### config.mk
export PLATFORM = sky130hd
export DESIGN_NAME = apb_uart
export DESIGN_NICKNAME = d
export VERILOG_FILES = /design/src/hw/uart_frame_pkg.sv /design/src/hw/uart_reg_pkg.sv /design/src/hw/uart_core_if.sv /design/src/hw/apb_uart.sv /design/src/hw/uart_rx.sv /design/src/hw/uart_tx.sv /design/src/hw/uart_baud_gen.sv /design/src/hw/apb_uart_regs.sv
export SDC_FILE = /design/constraint.sdc
export NUM_CORES = 1
export LEC_CHECK = 0
export BUFFER_PORTS_ARGS = -buffer_cell sky130_fd_sc_hd__clkbuf_2
export CAP_MARGIN = 10
export CORE_MARGIN = 8
export CORE_UTILIZATION = 40
export CTS_BUF_LIST = sky130_fd_sc_hd__clkbuf_16
export CTS_CLUSTER_DIAMETER = 120
export DETAILED_ROUTE_END_ITERATION = 10
export PLACE_DENSITY = 0.62
export SYNTH_ARGS = -nofsm -noshare
export SYNTH_HDL_FRONTEND = slang
export SYNTH_SLANG_ARGS = --single-unit
export TNS_END_PERCENT = 1
### constraint.sdc
create_clock -name clk -period 3.55 [get_ports clk]
set_input_delay 0.1775 -clock clk [delete_from_list [all_inputs] [get_ports clk]]
set_output_delay 0.1775 -clock clk [all_outputs]
set_load 0.02 [all_outputs]
### src/hw/uart_frame_pkg.sv
// line format and serial engine types; baud table entries are in bits per second
`default_nettype none

package uart_frame_pkg;
    typedef logic [7:0] uart_byte_t;
    // value n selects 5+n data bits
    typedef logic [1:0] data_bits_t;
    typedef logic [2:0] baud_sel_t;

    localparam int unsigned BAUD_TABLE [8] = '{
        9600, 19200, 38400, 57600, 115200, 230400, 460800, 921600
    };

    typedef enum logic [2:0] {
        TX_IDLE, TX_START, TX_DATA, TX_PARITY, TX_STOP
    } tx_state_t;

    typedef enum logic [2:0] {
        RX_IDLE, RX_START, RX_DATA, RX_PARITY, RX_STOP
    } rx_state_t;
endpackage

`default_nettype wire

### src/hw/uart_reg_pkg.sv
// 32-bit zero-wait APB3 register map; only the low byte of each register carries data
`default_nettype none

package uart_reg_pkg;
    typedef logic [11:0] apb_addr_t;
    typedef logic [31:0] apb_data_t;

    localparam apb_addr_t ADDR_TDR = 12'h000;
    localparam apb_addr_t ADDR_RDR = 12'h004;
    localparam apb_addr_t ADDR_LCR = 12'h008;
    localparam apb_addr_t ADDR_OCR = 12'h00C;
    localparam apb_addr_t ADDR_LSR = 12'h010;
    localparam apb_addr_t ADDR_IER = 12'h014;
    localparam apb_addr_t ADDR_IIR = 12'h018;

    // field widths and bit positions
    localparam int LCR_W = 8;
    localparam int OCR_W = 2;
    localparam int IER_W = 3;
    localparam int LCR_DBITS = 0;
    localparam int LCR_STOP2 = 2;
    localparam int LCR_PEN = 3;
    localparam int LCR_PODD = 4;
    localparam int LCR_BAUD = 5;
    localparam int OCR_TXEN = 0;
    localparam int OCR_RXEN = 1;
    localparam int LSR_TX_DONE = 0;
    localparam int LSR_DATA_READY = 1;
    localparam int LSR_PARITY_ERR = 2;
    localparam int LSR_STOP_ERR = 3;
    localparam int LSR_TX_EMPTY = 4;
    localparam int LSR_OVERRUN = 6;
    localparam int IER_RX = 0;
    localparam int IER_TX = 1;
    localparam int IER_LINE = 2;

    typedef enum logic [2:0] {
        IIR_NONE = 3'b001,
        IIR_LINE = 3'b110,
        IIR_RX   = 3'b100,
        IIR_TX   = 3'b010
    } iir_code_t;
endpackage

`default_nettype wire
### src/hw/uart_core_if.sv
// single clock domain; all strobes here are one clk cycle wide
`default_nettype none

interface uart_core_if import uart_frame_pkg::*; ();
    // configuration from the register block
    data_bits_t data_bits;
    baud_sel_t  baud_sel;
    uart_byte_t tx_data;
    logic       two_stop, parity_en, parity_odd;
    logic       tx_en, rx_en, tx_push;
    // engine outputs
    logic       sample_tick, bit_tick;
    logic       tx_full, tx_empty, tx_done;
    uart_byte_t rx_data;
    logic       rx_valid, rx_parity_err, rx_stop_err;

    modport regs (
        output data_bits, two_stop, parity_en, parity_odd, baud_sel, tx_en, rx_en,
        output tx_push, tx_data,
        input  tx_full, tx_empty, tx_done, rx_data, rx_valid, rx_parity_err, rx_stop_err
    );
    modport baud (input baud_sel, output sample_tick, bit_tick);
    modport tx (
        input  data_bits, two_stop, parity_en, parity_odd, tx_en, tx_push, tx_data, bit_tick,
        output tx_full, tx_empty, tx_done
    );
    modport rx (
        input  data_bits, parity_en, parity_odd, rx_en, sample_tick,
        output rx_data, rx_valid, rx_parity_err, rx_stop_err
    );
endinterface

`default_nettype wire

### src/hw/apb_uart.sv
// single clock domain; rx_i may be asynchronous and is synchronized in the receiver
`default_nettype none

module apb_uart import uart_reg_pkg::*; #(
    parameter int unsigned SYS_FREQ      = 125_000_000,
    parameter int unsigned OVERSAMPLE    = 16,
    parameter int unsigned TX_FIFO_DEPTH = 4
) (
    input  wire        clk,
    input  wire        preset_n,
    input  wire        psel_i,
    input  wire        penable_i,
    input  wire        pwrite_i,
    input  wire [11:0] paddr_i,
    input  wire [31:0] pwdata_i,
    output apb_data_t  prdata_o,
    output logic       pready_o,
    output logic       pslverr_o,
    output logic       irq_o,
    input  wire        rx_i,
    output logic       tx_o
);
    uart_core_if core ();

    apb_uart_regs i_regs (
        .clk       (clk),
        .preset_n  (preset_n),
        .psel_i    (psel_i),
        .penable_i (penable_i),
        .pwrite_i  (pwrite_i),
        .paddr_i   (paddr_i),
        .pwdata_i  (pwdata_i),
        .prdata_o  (prdata_o),
        .pready_o  (pready_o),
        .pslverr_o (pslverr_o),
        .irq_o     (irq_o),
        .core      (core)
    );

    uart_baud_gen #(
        .SYS_FREQ   (SYS_FREQ),
        .OVERSAMPLE (OVERSAMPLE)
    ) i_baud_gen (
        .clk      (clk),
        .preset_n (preset_n),
        .core     (core)
    );

    uart_tx #(.TX_FIFO_DEPTH(TX_FIFO_DEPTH)) i_tx (
        .clk      (clk),
        .preset_n (preset_n),
        .core     (core),
        .tx_o     (tx_o)
    );

    uart_rx #(.OVERSAMPLE(OVERSAMPLE)) i_rx (
        .clk      (clk),
        .preset_n (preset_n),
        .core     (core),
        .rx_i     (rx_i)
    );
endmodule

`default_nettype wire

### src/hw/uart_rx.sv
// one sample per bit at mid-bit, no majority vote; a second stop bit is taken as line idle
`default_nettype none

module uart_rx import uart_frame_pkg::*; #(
    parameter int unsigned OVERSAMPLE = 16
) (
    input  wire     clk,
    input  wire     preset_n,
    uart_core_if.rx core,
    input  wire     rx_i
);
    localparam int OS_W = $clog2(OVERSAMPLE);

    // two sync flops plus the previous synchronized level
    logic [2:0]      rx_sync;
    logic            rx_s, start_edge, half_bit, mid_bit;
    rx_state_t       state;
    logic [OS_W-1:0] tick_cnt;
    logic [2:0]      bit_cnt;
    uart_byte_t      shreg;
    logic            par_err;

    assign rx_s = rx_sync[1];
    assign start_edge = rx_sync[2] && !rx_s;
    assign half_bit = core.sample_tick && (tick_cnt == OS_W'(OVERSAMPLE / 2 - 1));
    assign mid_bit = core.sample_tick && (tick_cnt == OS_W'(OVERSAMPLE - 1));

    always_ff @(posedge clk or negedge preset_n) begin
        if (!preset_n) begin
            rx_sync <= '1;
            state <= RX_IDLE;
            tick_cnt <= '0;
            bit_cnt <= '0;
            core.rx_valid <= 1'b0;
        end else begin
            rx_sync <= {rx_sync[1:0], rx_i};
            core.rx_valid <= 1'b0;
            if (core.sample_tick) begin
                tick_cnt <= tick_cnt + 1'b1;
            end
            if (!core.rx_en) begin
                state <= RX_IDLE;
            end else begin
                case (state)
                    RX_IDLE: if (start_edge) begin
                        state <= RX_START;
                        tick_cnt <= '0;
                    end
                    // a start bit gone high by half a bit was a glitch
                    RX_START: if (half_bit) begin
                        state <= rx_s ? RX_IDLE : RX_DATA;
                        tick_cnt <= '0;
                        bit_cnt <= '0;
                    end
                    RX_DATA: if (mid_bit) begin
                        tick_cnt <= '0;
                        bit_cnt <= bit_cnt + 1'b1;
                        if (bit_cnt == {1'b1, core.data_bits}) begin
                            state <= core.parity_en ? RX_PARITY : RX_STOP;
                        end
                    end
                    RX_PARITY: if (mid_bit) begin
                        tick_cnt <= '0;
                        state <= RX_STOP;
                    end
                    default: if (mid_bit) begin
                        state <= RX_IDLE;
                        core.rx_valid <= 1'b1;
                    end
                endcase
            end
        end
    end

    always_ff @(posedge clk) begin
        if (state == RX_START) begin
            shreg <= '0;
            par_err <= 1'b0;
        end
        if (mid_bit) begin
            case (state)
                RX_DATA: shreg[bit_cnt] <= rx_s;
                RX_PARITY: par_err <= rx_s ^ (^shreg) ^ core.parity_odd;
                RX_STOP: begin
                    core.rx_data <= shreg;
                    core.rx_parity_err <= par_err;
                    core.rx_stop_err <= !rx_s;
                end
                default: ;
            endcase
        end
    end

    assert property (@(posedge clk) disable iff (!preset_n) core.rx_valid |=> !core.rx_valid);
endmodule

`default_nettype wire

### src/hw/uart_tx.sv
// TX_FIFO_DEPTH must be a power of two; LCR is used live, so change it only while idle
`default_nettype none

module uart_tx import uart_frame_pkg::*; #(
    parameter int unsigned TX_FIFO_DEPTH = 4
) (
    input  wire     clk,
    input  wire     preset_n,
    uart_core_if.tx core,
    output logic    tx_o
);
    localparam int PTR_W = $clog2(TX_FIFO_DEPTH);

    uart_byte_t       fifo_mem [TX_FIFO_DEPTH];
    logic [PTR_W-1:0] wr_ptr, rd_ptr;
    logic [PTR_W:0]   count;
    logic             pop;
    uart_byte_t       head;
    tx_state_t        state;
    uart_byte_t       shreg;
    logic [2:0]       bit_cnt;
    logic             stop_cnt;
    logic             par_bit;
    logic             tx_bit;

    assign core.tx_empty = (count == '0);
    assign core.tx_full = (count == (PTR_W + 1)'(TX_FIFO_DEPTH));
    assign pop = (state == TX_IDLE) && core.bit_tick && core.tx_en && !core.tx_empty;
    assign core.tx_done = (state == TX_STOP) && core.bit_tick && (stop_cnt || !core.two_stop);
    // upper bits masked so parity covers the frame's data only
    assign head = fifo_mem[rd_ptr] & (8'hff >> (2'd3 - core.data_bits));

    always_ff @(posedge clk) begin
        if (core.tx_push) begin
            fifo_mem[wr_ptr] <= core.tx_data;
        end
        if (pop) begin
            shreg <= head;
            par_bit <= ^head ^ core.parity_odd;
        end else if (core.bit_tick && state == TX_DATA) begin
            shreg <= shreg >> 1;
        end
    end

    always_ff @(posedge clk or negedge preset_n) begin
        if (!preset_n) begin
            wr_ptr <= '0;
            rd_ptr <= '0;
            count <= '0;
        end else begin
            wr_ptr <= wr_ptr + PTR_W'(core.tx_push);
            rd_ptr <= rd_ptr + PTR_W'(pop);
            count <= count + (PTR_W + 1)'(core.tx_push) - (PTR_W + 1)'(pop);
        end
    end

    always_ff @(posedge clk or negedge preset_n) begin
        if (!preset_n) begin
            state <= TX_IDLE;
            bit_cnt <= '0;
            stop_cnt <= 1'b0;
        end else if (core.bit_tick) begin
            case (state)
                TX_IDLE: state <= pop ? TX_START : TX_IDLE;
                TX_START: begin
                    state <= TX_DATA;
                    bit_cnt <= '0;
                    stop_cnt <= 1'b0;
                end
                TX_DATA: begin
                    bit_cnt <= bit_cnt + 1'b1;
                    // last index is 4 + data_bits
                    if (bit_cnt == {1'b1, core.data_bits}) begin
                        state <= core.parity_en ? TX_PARITY : TX_STOP;
                    end
                end
                TX_PARITY: state <= TX_STOP;
                default: begin
                    stop_cnt <= 1'b1;
                    state <= core.tx_done ? TX_IDLE : TX_STOP;
                end
            endcase
        end
    end

    always_comb begin
        case (state)
            TX_START: tx_bit = 1'b0;
            TX_DATA: tx_bit = shreg[0];
            TX_PARITY: tx_bit = par_bit;
            default: tx_bit = 1'b1;
        endcase
    end

    always_ff @(posedge clk or negedge preset_n) begin
        if (!preset_n) begin
            tx_o <= 1'b1;
        end else begin
            tx_o <= tx_bit;
        end
    end

    // register block must hold back pushes into a full FIFO
    assert property (@(posedge clk) disable iff (!preset_n) core.tx_push |-> !core.tx_full);
endmodule

`default_nettype wire

### src/hw/uart_baud_gen.sv
// SYS_FREQ must be at least 921600*OVERSAMPLE; integer division leaves some rate error
`default_nettype none

module uart_baud_gen import uart_frame_pkg::*; #(
    parameter int unsigned SYS_FREQ   = 125_000_000,
    parameter int unsigned OVERSAMPLE = 16
) (
    input  wire       clk,
    input  wire       preset_n,
    uart_core_if.baud core
);
    localparam int DIV_W = $clog2(SYS_FREQ / (BAUD_TABLE[0] * OVERSAMPLE) + 1);
    localparam int OS_W = $clog2(OVERSAMPLE);

    logic [DIV_W-1:0] div_rom [8];
    logic [DIV_W-1:0] div_cnt;
    logic [OS_W-1:0]  os_cnt;
    baud_sel_t        sel_q;
    logic             restart;

    // reload values fixed at elaboration
    for (genvar i = 0; i < 8; i++) begin : g_rom
        assign div_rom[i] = DIV_W'(SYS_FREQ / (BAUD_TABLE[i] * OVERSAMPLE) - 1);
    end

    assign restart = (core.baud_sel != sel_q);
    assign core.sample_tick = !restart && (div_cnt == div_rom[core.baud_sel]);
    assign core.bit_tick = core.sample_tick && (os_cnt == OS_W'(OVERSAMPLE - 1));

    always_ff @(posedge clk or negedge preset_n) begin
        if (!preset_n) begin
            sel_q <= '0;
            div_cnt <= '0;
            os_cnt <= '0;
        end else begin
            sel_q <= core.baud_sel;
            if (restart || core.sample_tick) begin
                div_cnt <= '0;
            end else begin
                div_cnt <= div_cnt + 1'b1;
            end
            if (restart || core.bit_tick) begin
                os_cnt <= '0;
            end else if (core.sample_tick) begin
                os_cnt <= os_cnt + 1'b1;
            end
        end
    end

    // bit ticks are OVERSAMPLE sample ticks apart, never back to back
    assert property (@(posedge clk) disable iff (!preset_n)
        core.bit_tick |=> !core.bit_tick);
endmodule

`default_nettype wire

### src/hw/apb_uart_regs.sv
// no pstrb and no wait states; a TDR write while the transmit FIFO is full is dropped with an error
`default_nettype none

module apb_uart_regs import uart_reg_pkg::*, uart_frame_pkg::*; (
    input  wire       clk,
    input  wire       preset_n,
    input  wire       psel_i,
    input  wire       penable_i,
    input  wire       pwrite_i,
    input  wire [11:0] paddr_i,
    input  wire [31:0] pwdata_i,
    output apb_data_t prdata_o,
    output logic      pready_o,
    output logic      pslverr_o,
    output logic      irq_o,
    uart_core_if.regs core
);
    logic             access, wr, rd, mapped, wr_ro;
    logic             rd_rdr, rd_lsr, rd_iir;
    logic [LCR_W-1:0] lcr_q;
    logic [OCR_W-1:0] ocr_q;
    logic [IER_W-1:0] ier_q;
    uart_byte_t       rdr_q;
    logic             tx_done_q, data_ready_q, parity_err_q, stop_err_q, overrun_q;
    apb_data_t        lsr_val;
    iir_code_t        iir_q, iir_next;

    assign access = psel_i && penable_i;
    assign wr = access && pwrite_i;
    assign rd = access && !pwrite_i;
    assign pready_o = 1'b1;
    assign mapped = paddr_i inside {ADDR_TDR, ADDR_RDR, ADDR_LCR, ADDR_OCR, ADDR_LSR,
                                    ADDR_IER, ADDR_IIR};
    assign wr_ro = paddr_i inside {ADDR_RDR, ADDR_LSR, ADDR_IIR};
    assign pslverr_o = access && (!mapped || (pwrite_i && wr_ro)
                       || (pwrite_i && paddr_i == ADDR_TDR && core.tx_full));
    assign rd_rdr = rd && paddr_i == ADDR_RDR;
    assign rd_lsr = rd && paddr_i == ADDR_LSR;
    assign rd_iir = rd && paddr_i == ADDR_IIR;

    assign core.tx_push = wr && paddr_i == ADDR_TDR && !core.tx_full;
    assign core.tx_data = pwdata_i[7:0];
    assign core.data_bits = lcr_q[LCR_DBITS +: 2];
    assign core.two_stop = lcr_q[LCR_STOP2];
    assign core.parity_en = lcr_q[LCR_PEN];
    assign core.parity_odd = lcr_q[LCR_PODD];
    assign core.baud_sel = lcr_q[LCR_BAUD +: 3];
    assign core.tx_en = ocr_q[OCR_TXEN];
    assign core.rx_en = ocr_q[OCR_RXEN];
    assign irq_o = (iir_q != IIR_NONE);

    always_ff @(posedge clk or negedge preset_n) begin
        if (!preset_n) begin
            lcr_q <= '0;
            ocr_q <= '0;
            ier_q <= '0;
        end else if (wr) begin
            case (paddr_i)
                ADDR_LCR: lcr_q <= pwdata_i[LCR_W-1:0];
                ADDR_OCR: ocr_q <= pwdata_i[OCR_W-1:0];
                ADDR_IER: ier_q <= pwdata_i[IER_W-1:0];
                default: ;
            endcase
        end
    end

    // status bits, set wins over a clearing read
    always_ff @(posedge clk or negedge preset_n) begin
        if (!preset_n) begin
            rdr_q <= '0;
            tx_done_q <= 1'b0;
            data_ready_q <= 1'b0;
            parity_err_q <= 1'b0;
            stop_err_q <= 1'b0;
            overrun_q <= 1'b0;
            iir_q <= IIR_NONE;
        end else begin
            if (core.rx_valid) begin
                rdr_q <= core.rx_data;
            end
            tx_done_q <= core.tx_done || (tx_done_q && !rd_lsr);
            data_ready_q <= core.rx_valid || (data_ready_q && !rd_rdr);
            parity_err_q <= (core.rx_valid && core.rx_parity_err) || (parity_err_q && !rd_lsr);
            stop_err_q <= (core.rx_valid && core.rx_stop_err) || (stop_err_q && !rd_lsr);
            overrun_q <= (core.rx_valid && data_ready_q) || (overrun_q && !rd_lsr);
            iir_q <= rd_iir ? IIR_NONE : iir_next;
        end
    end

    // line status first, then receive, then transmitter empty
    always_comb begin
        if (ier_q[IER_LINE] && (parity_err_q || stop_err_q || overrun_q)) begin
            iir_next = IIR_LINE;
        end else if (ier_q[IER_RX] && data_ready_q) begin
            iir_next = IIR_RX;
        end else if (ier_q[IER_TX] && core.tx_empty) begin
            iir_next = IIR_TX;
        end else begin
            iir_next = IIR_NONE;
        end
    end

    always_comb begin
        lsr_val = '0;
        lsr_val[LSR_TX_DONE] = tx_done_q;
        lsr_val[LSR_DATA_READY] = data_ready_q;
        lsr_val[LSR_PARITY_ERR] = parity_err_q;
        lsr_val[LSR_STOP_ERR] = stop_err_q;
        lsr_val[LSR_TX_EMPTY] = core.tx_empty;
        lsr_val[LSR_OVERRUN] = overrun_q;
        prdata_o = '0;
        if (rd) begin
            case (paddr_i)
                ADDR_RDR: prdata_o = apb_data_t'(rdr_q);
                ADDR_LCR: prdata_o = apb_data_t'(lcr_q);
                ADDR_OCR: prdata_o = apb_data_t'(ocr_q);
                ADDR_LSR: prdata_o = lsr_val;
                ADDR_IER: prdata_o = apb_data_t'(ier_q);
                ADDR_IIR: prdata_o = apb_data_t'(iir_q);
                default: ;
            endcase
        end
    end

    // an access answered with an error leaves the configuration untouched
    assert property (@(posedge clk) disable iff (!preset_n)
        pslverr_o |=> $stable(lcr_q) && $stable(ocr_q) && $stable(ier_q));
    assert property (@(posedge clk) disable iff (!preset_n)
        iir_q inside {IIR_NONE, IIR_LINE, IIR_RX, IIR_TX});
endmodule

`default_nettype wire

==> qor.yml <==
yosys_register_bits: 135
wl_per_cell_um: 17.4
grt_usage_pct: 14.8
final_area_um2: 7820
synthCells: 599
cts_max_level: 4
core_area_um2: 16600
swShare_pct: 23.0
worstReg2RegEnd: "i_tx.count[2]"
die_area_um2: 21400
tns_ns: 0
hold_depth: 1
p_per_area_nw_per_um2: 472
synth_edf_count: 51
post_cts_resized: 0
worstPathArrival_ns: 3.62
yosysSeqAreaShare_pct: 52.9
grt_max_degree: 76
die_x_um: 146
place.gp.congestion: 0.818
rows: 47
rsz0062_at_grt: "no"
whs_ns: 0.0329
io_buffers: 36
cp-start-kind: "flip-flop"
ant_nets: 0
period_share_pct: 93.4
synth.avg_cell_area_um2: 11.3
gr-usage-met2_pct: 23.1
area_growth_pct: 15.1
worstHoldStart: "pwdata_i[5]"
p_comb_share_pct: 6.0
layout_commonest_cell: "dfrtp_1"
async_reset_ff_share_pct: 55.6
dr.pass1.iters: 5
die_h_um: 146
p_leak_nw: 3.20
max_freq_mhz: 302
antenna_cells: 0
cap_violations: 0
worstPathRequired_ns: 3.85
ctsRootBufferMaster: "clkbuf_16"
ios: 86
antenna_found_initial: 0
post-cts-setup-buffer-count: 0
layout_common_cells: "dfrtp_1, edfxtp_1, nor2_1"
drc_errors: 0
drtIter0Drc: 336
reg2reg_setup_slack_ns: 0.23
relSlewSlack_pct: 34.0
p_seq_share_pct: 47.1
finalSetupViolCount: 0
cts_tree: "yes"
nets: 705
power_mw: 3.69
grt_pass1_vias: 4757
worst_setup_path_end_kind: "flip-flop"
grt_overflow_total: 0
ff2ff_path_depth: 9
cts_buffers: 17
hold_buffers: 6
cts_sinks: 135
crit_type: "flip-flop to flip-flop"
placed_cell_area_um2: 7180
synth_ff_type: "dfrtp_1"
busiest_layer: "met2"
start_util_pct: 41.0
worstPathMaxFanout: 7
grtUsageMet3_pct: 4.45
layout-drive-gt1-share_pct: 20.3
hpwl_um: 10900
wl_um: 15300
hp-class: "input pin to flip-flop"
irDropWorstVdd_v: 0.000277
timing.rr.start: "i_baud_gen.div_cnt[7]"
p_int_mw: 2.84
min_to: "i_tx.fifo_mem[1][5]"
grt_pass1_wl_um: 25400
clock_path_buffers: 2
via_count: 4789
fin_crit_ns: 3.32
clkLatencyLatePin_ns: 0.42
pwr-share-clk_pct: 46.9
drv_slew: 0
yosys_warnings: 0
yosysUniqueCellTypes: 68
use_met1_pct: 19.1
status: "finished, final reports clean"
syn_area_um2: 6800
clk_pin_slew_worst_paths_ns: 0.06
finalHoldViolations: 0
switching_power_mw: 0.851
finClkSkew_ns: 0.0137
worst-slew-pin-transition_ns: 0.991
viasPerCell: 5.44
[worst max path at each step]
stage | cells after the start | slack [ns] | end | startpoint
floorplan | 6 | 0.18 | i_rx.core.rx_data[0] | i_baud_gen.div_cnt[0]
global placement | 9 | 0.31 | i_tx.count[2] | i_regs.lcr_q[5]
detailed placement | 9 | 0.27 | i_tx.count[2] | i_regs.lcr_q[5]
CTS | 9 | 0.25 | i_tx.count[2] | i_baud_gen.div_cnt[7]
global route | 10 | 0.13 | i_tx.count[2] | i_regs.lcr_q[6]
finish | 9 | 0.23 | i_tx.count[2] | i_baud_gen.div_cnt[7]
[logic make-up (layout without fill, tap and decap cells)]
family	count (synthesis)	count (layout)	share of synthesized area, %
adder cells (fa/ha/maj)	8	8	1.58
multiplexers	54	54	9.76
AND/OR/NAND/NOR	205	205	16.5
AO/OA/AOI/OAI	88	88	8.80
other	2	25	0.110
buffers and inverters	68	106	5.30
flip-flops	135	135	52.9
XOR/XNOR	39	39	5.02
[synthesized netlist by cell type (all sizes together), types with 3 or more instances]
cell type	instances	area, um^2
and3	13	81.3
nor2	38	143
nand2	36	135
nor3	14	70.1
inv	13	48.8
nand4	6	43.8
xnor2	23	201
nor2b	9	56.3
nand3b	5	37.5
a21oi	17	85.1
nor4	9	71.3
edfxtp	51	1530
a221oi	4	35.0
a22o	3	26.3
nor4b	4	35.0
clkbuf	20	75.1
dfxtp	9	180
ha	7	87.6
mux2	28	315
mux2i	19	190
and2	4	25.0
or3	9	56.3
nand2b	8	50.1
o31ai	6	45.0
buf	34	233
mux4	7	158
nand3	30	155
or4	6	45.0
o21ai	28	140
nor3b	3	22.5
a222oi	3	30.0
a21o	3	22.5
a22oi	3	22.5
dfstp	5	131
or4b	3	30.0
xor2	16	140
dfrtp	70	1750
[through the flow]
step           setup WS, ns  utilization, %  cells
2_1_floorplan         0.178               -    622
3_3_place_gp          0.311            43.3    842
3_5_place_dp          0.274            43.3    842
4_1_cts               0.246            47.2    880
5_1_grt               0.128            47.2    880
6_report              0.234            47.2    880
[area by class of cell]
class                   count  area, um^2
clock inverters            15         163
clock buffers              17         425
well taps                 220         275
multi-input cells         419        2940
flip-flops and latches    135        3590
inverters                  14        52.6
fillers                  1511        8760
repair buffers             60         378
[worst max-delay path: stages (launching register included)]
cell and delay (ns):
dfrtp_1 0.46, or4b_2 0.64, a21oi_1 0.19, o211a_1 0.21, nand3_2 0.09, or4_1 0.62, or2_2 0.33, fa_1 0.40
xnor2_1 0.14, xnor2_1 0.12
[power by group through the flow]
stage	Clock, mW	Sequential [mW]	Combinational [mW]
2_1_floorplan	0	1.73	0.188
3_3_place_gp	0	1.76	0.207
3_5_place_dp	0	1.77	0.217
4_1_cts	1.77	1.74	0.224
5_1_grt	1.84	1.74	0.250
6_report	1.73	1.74	0.221
[flip-flops by register name, indices dropped and copies added, names as in the netlist, 4 cells and up]
register and cells:
i_baud_gen.div_cnt 10, i_baud_gen.os_cnt 4, i_regs.lcr_q 8, i_regs.rdr_q 8
i_rx.core.rx_data 8, i_rx.shreg 8, i_rx.tick_cnt 4, i_tx.fifo_mem 32
i_tx.shreg 8
[metal layers]
| metal | up-vias | share of wire, % |
|---|---|---|
| li1 | 2249 | - |
| met1 | 2403 | 46 |
| met2 | 121 | 48 |
| met3 | 16 | 5.0 |
| met4 | 0 | 1.5 |
| met5 | - | 0 |
No activity file was read; power rests on OpenSTA's default activity.
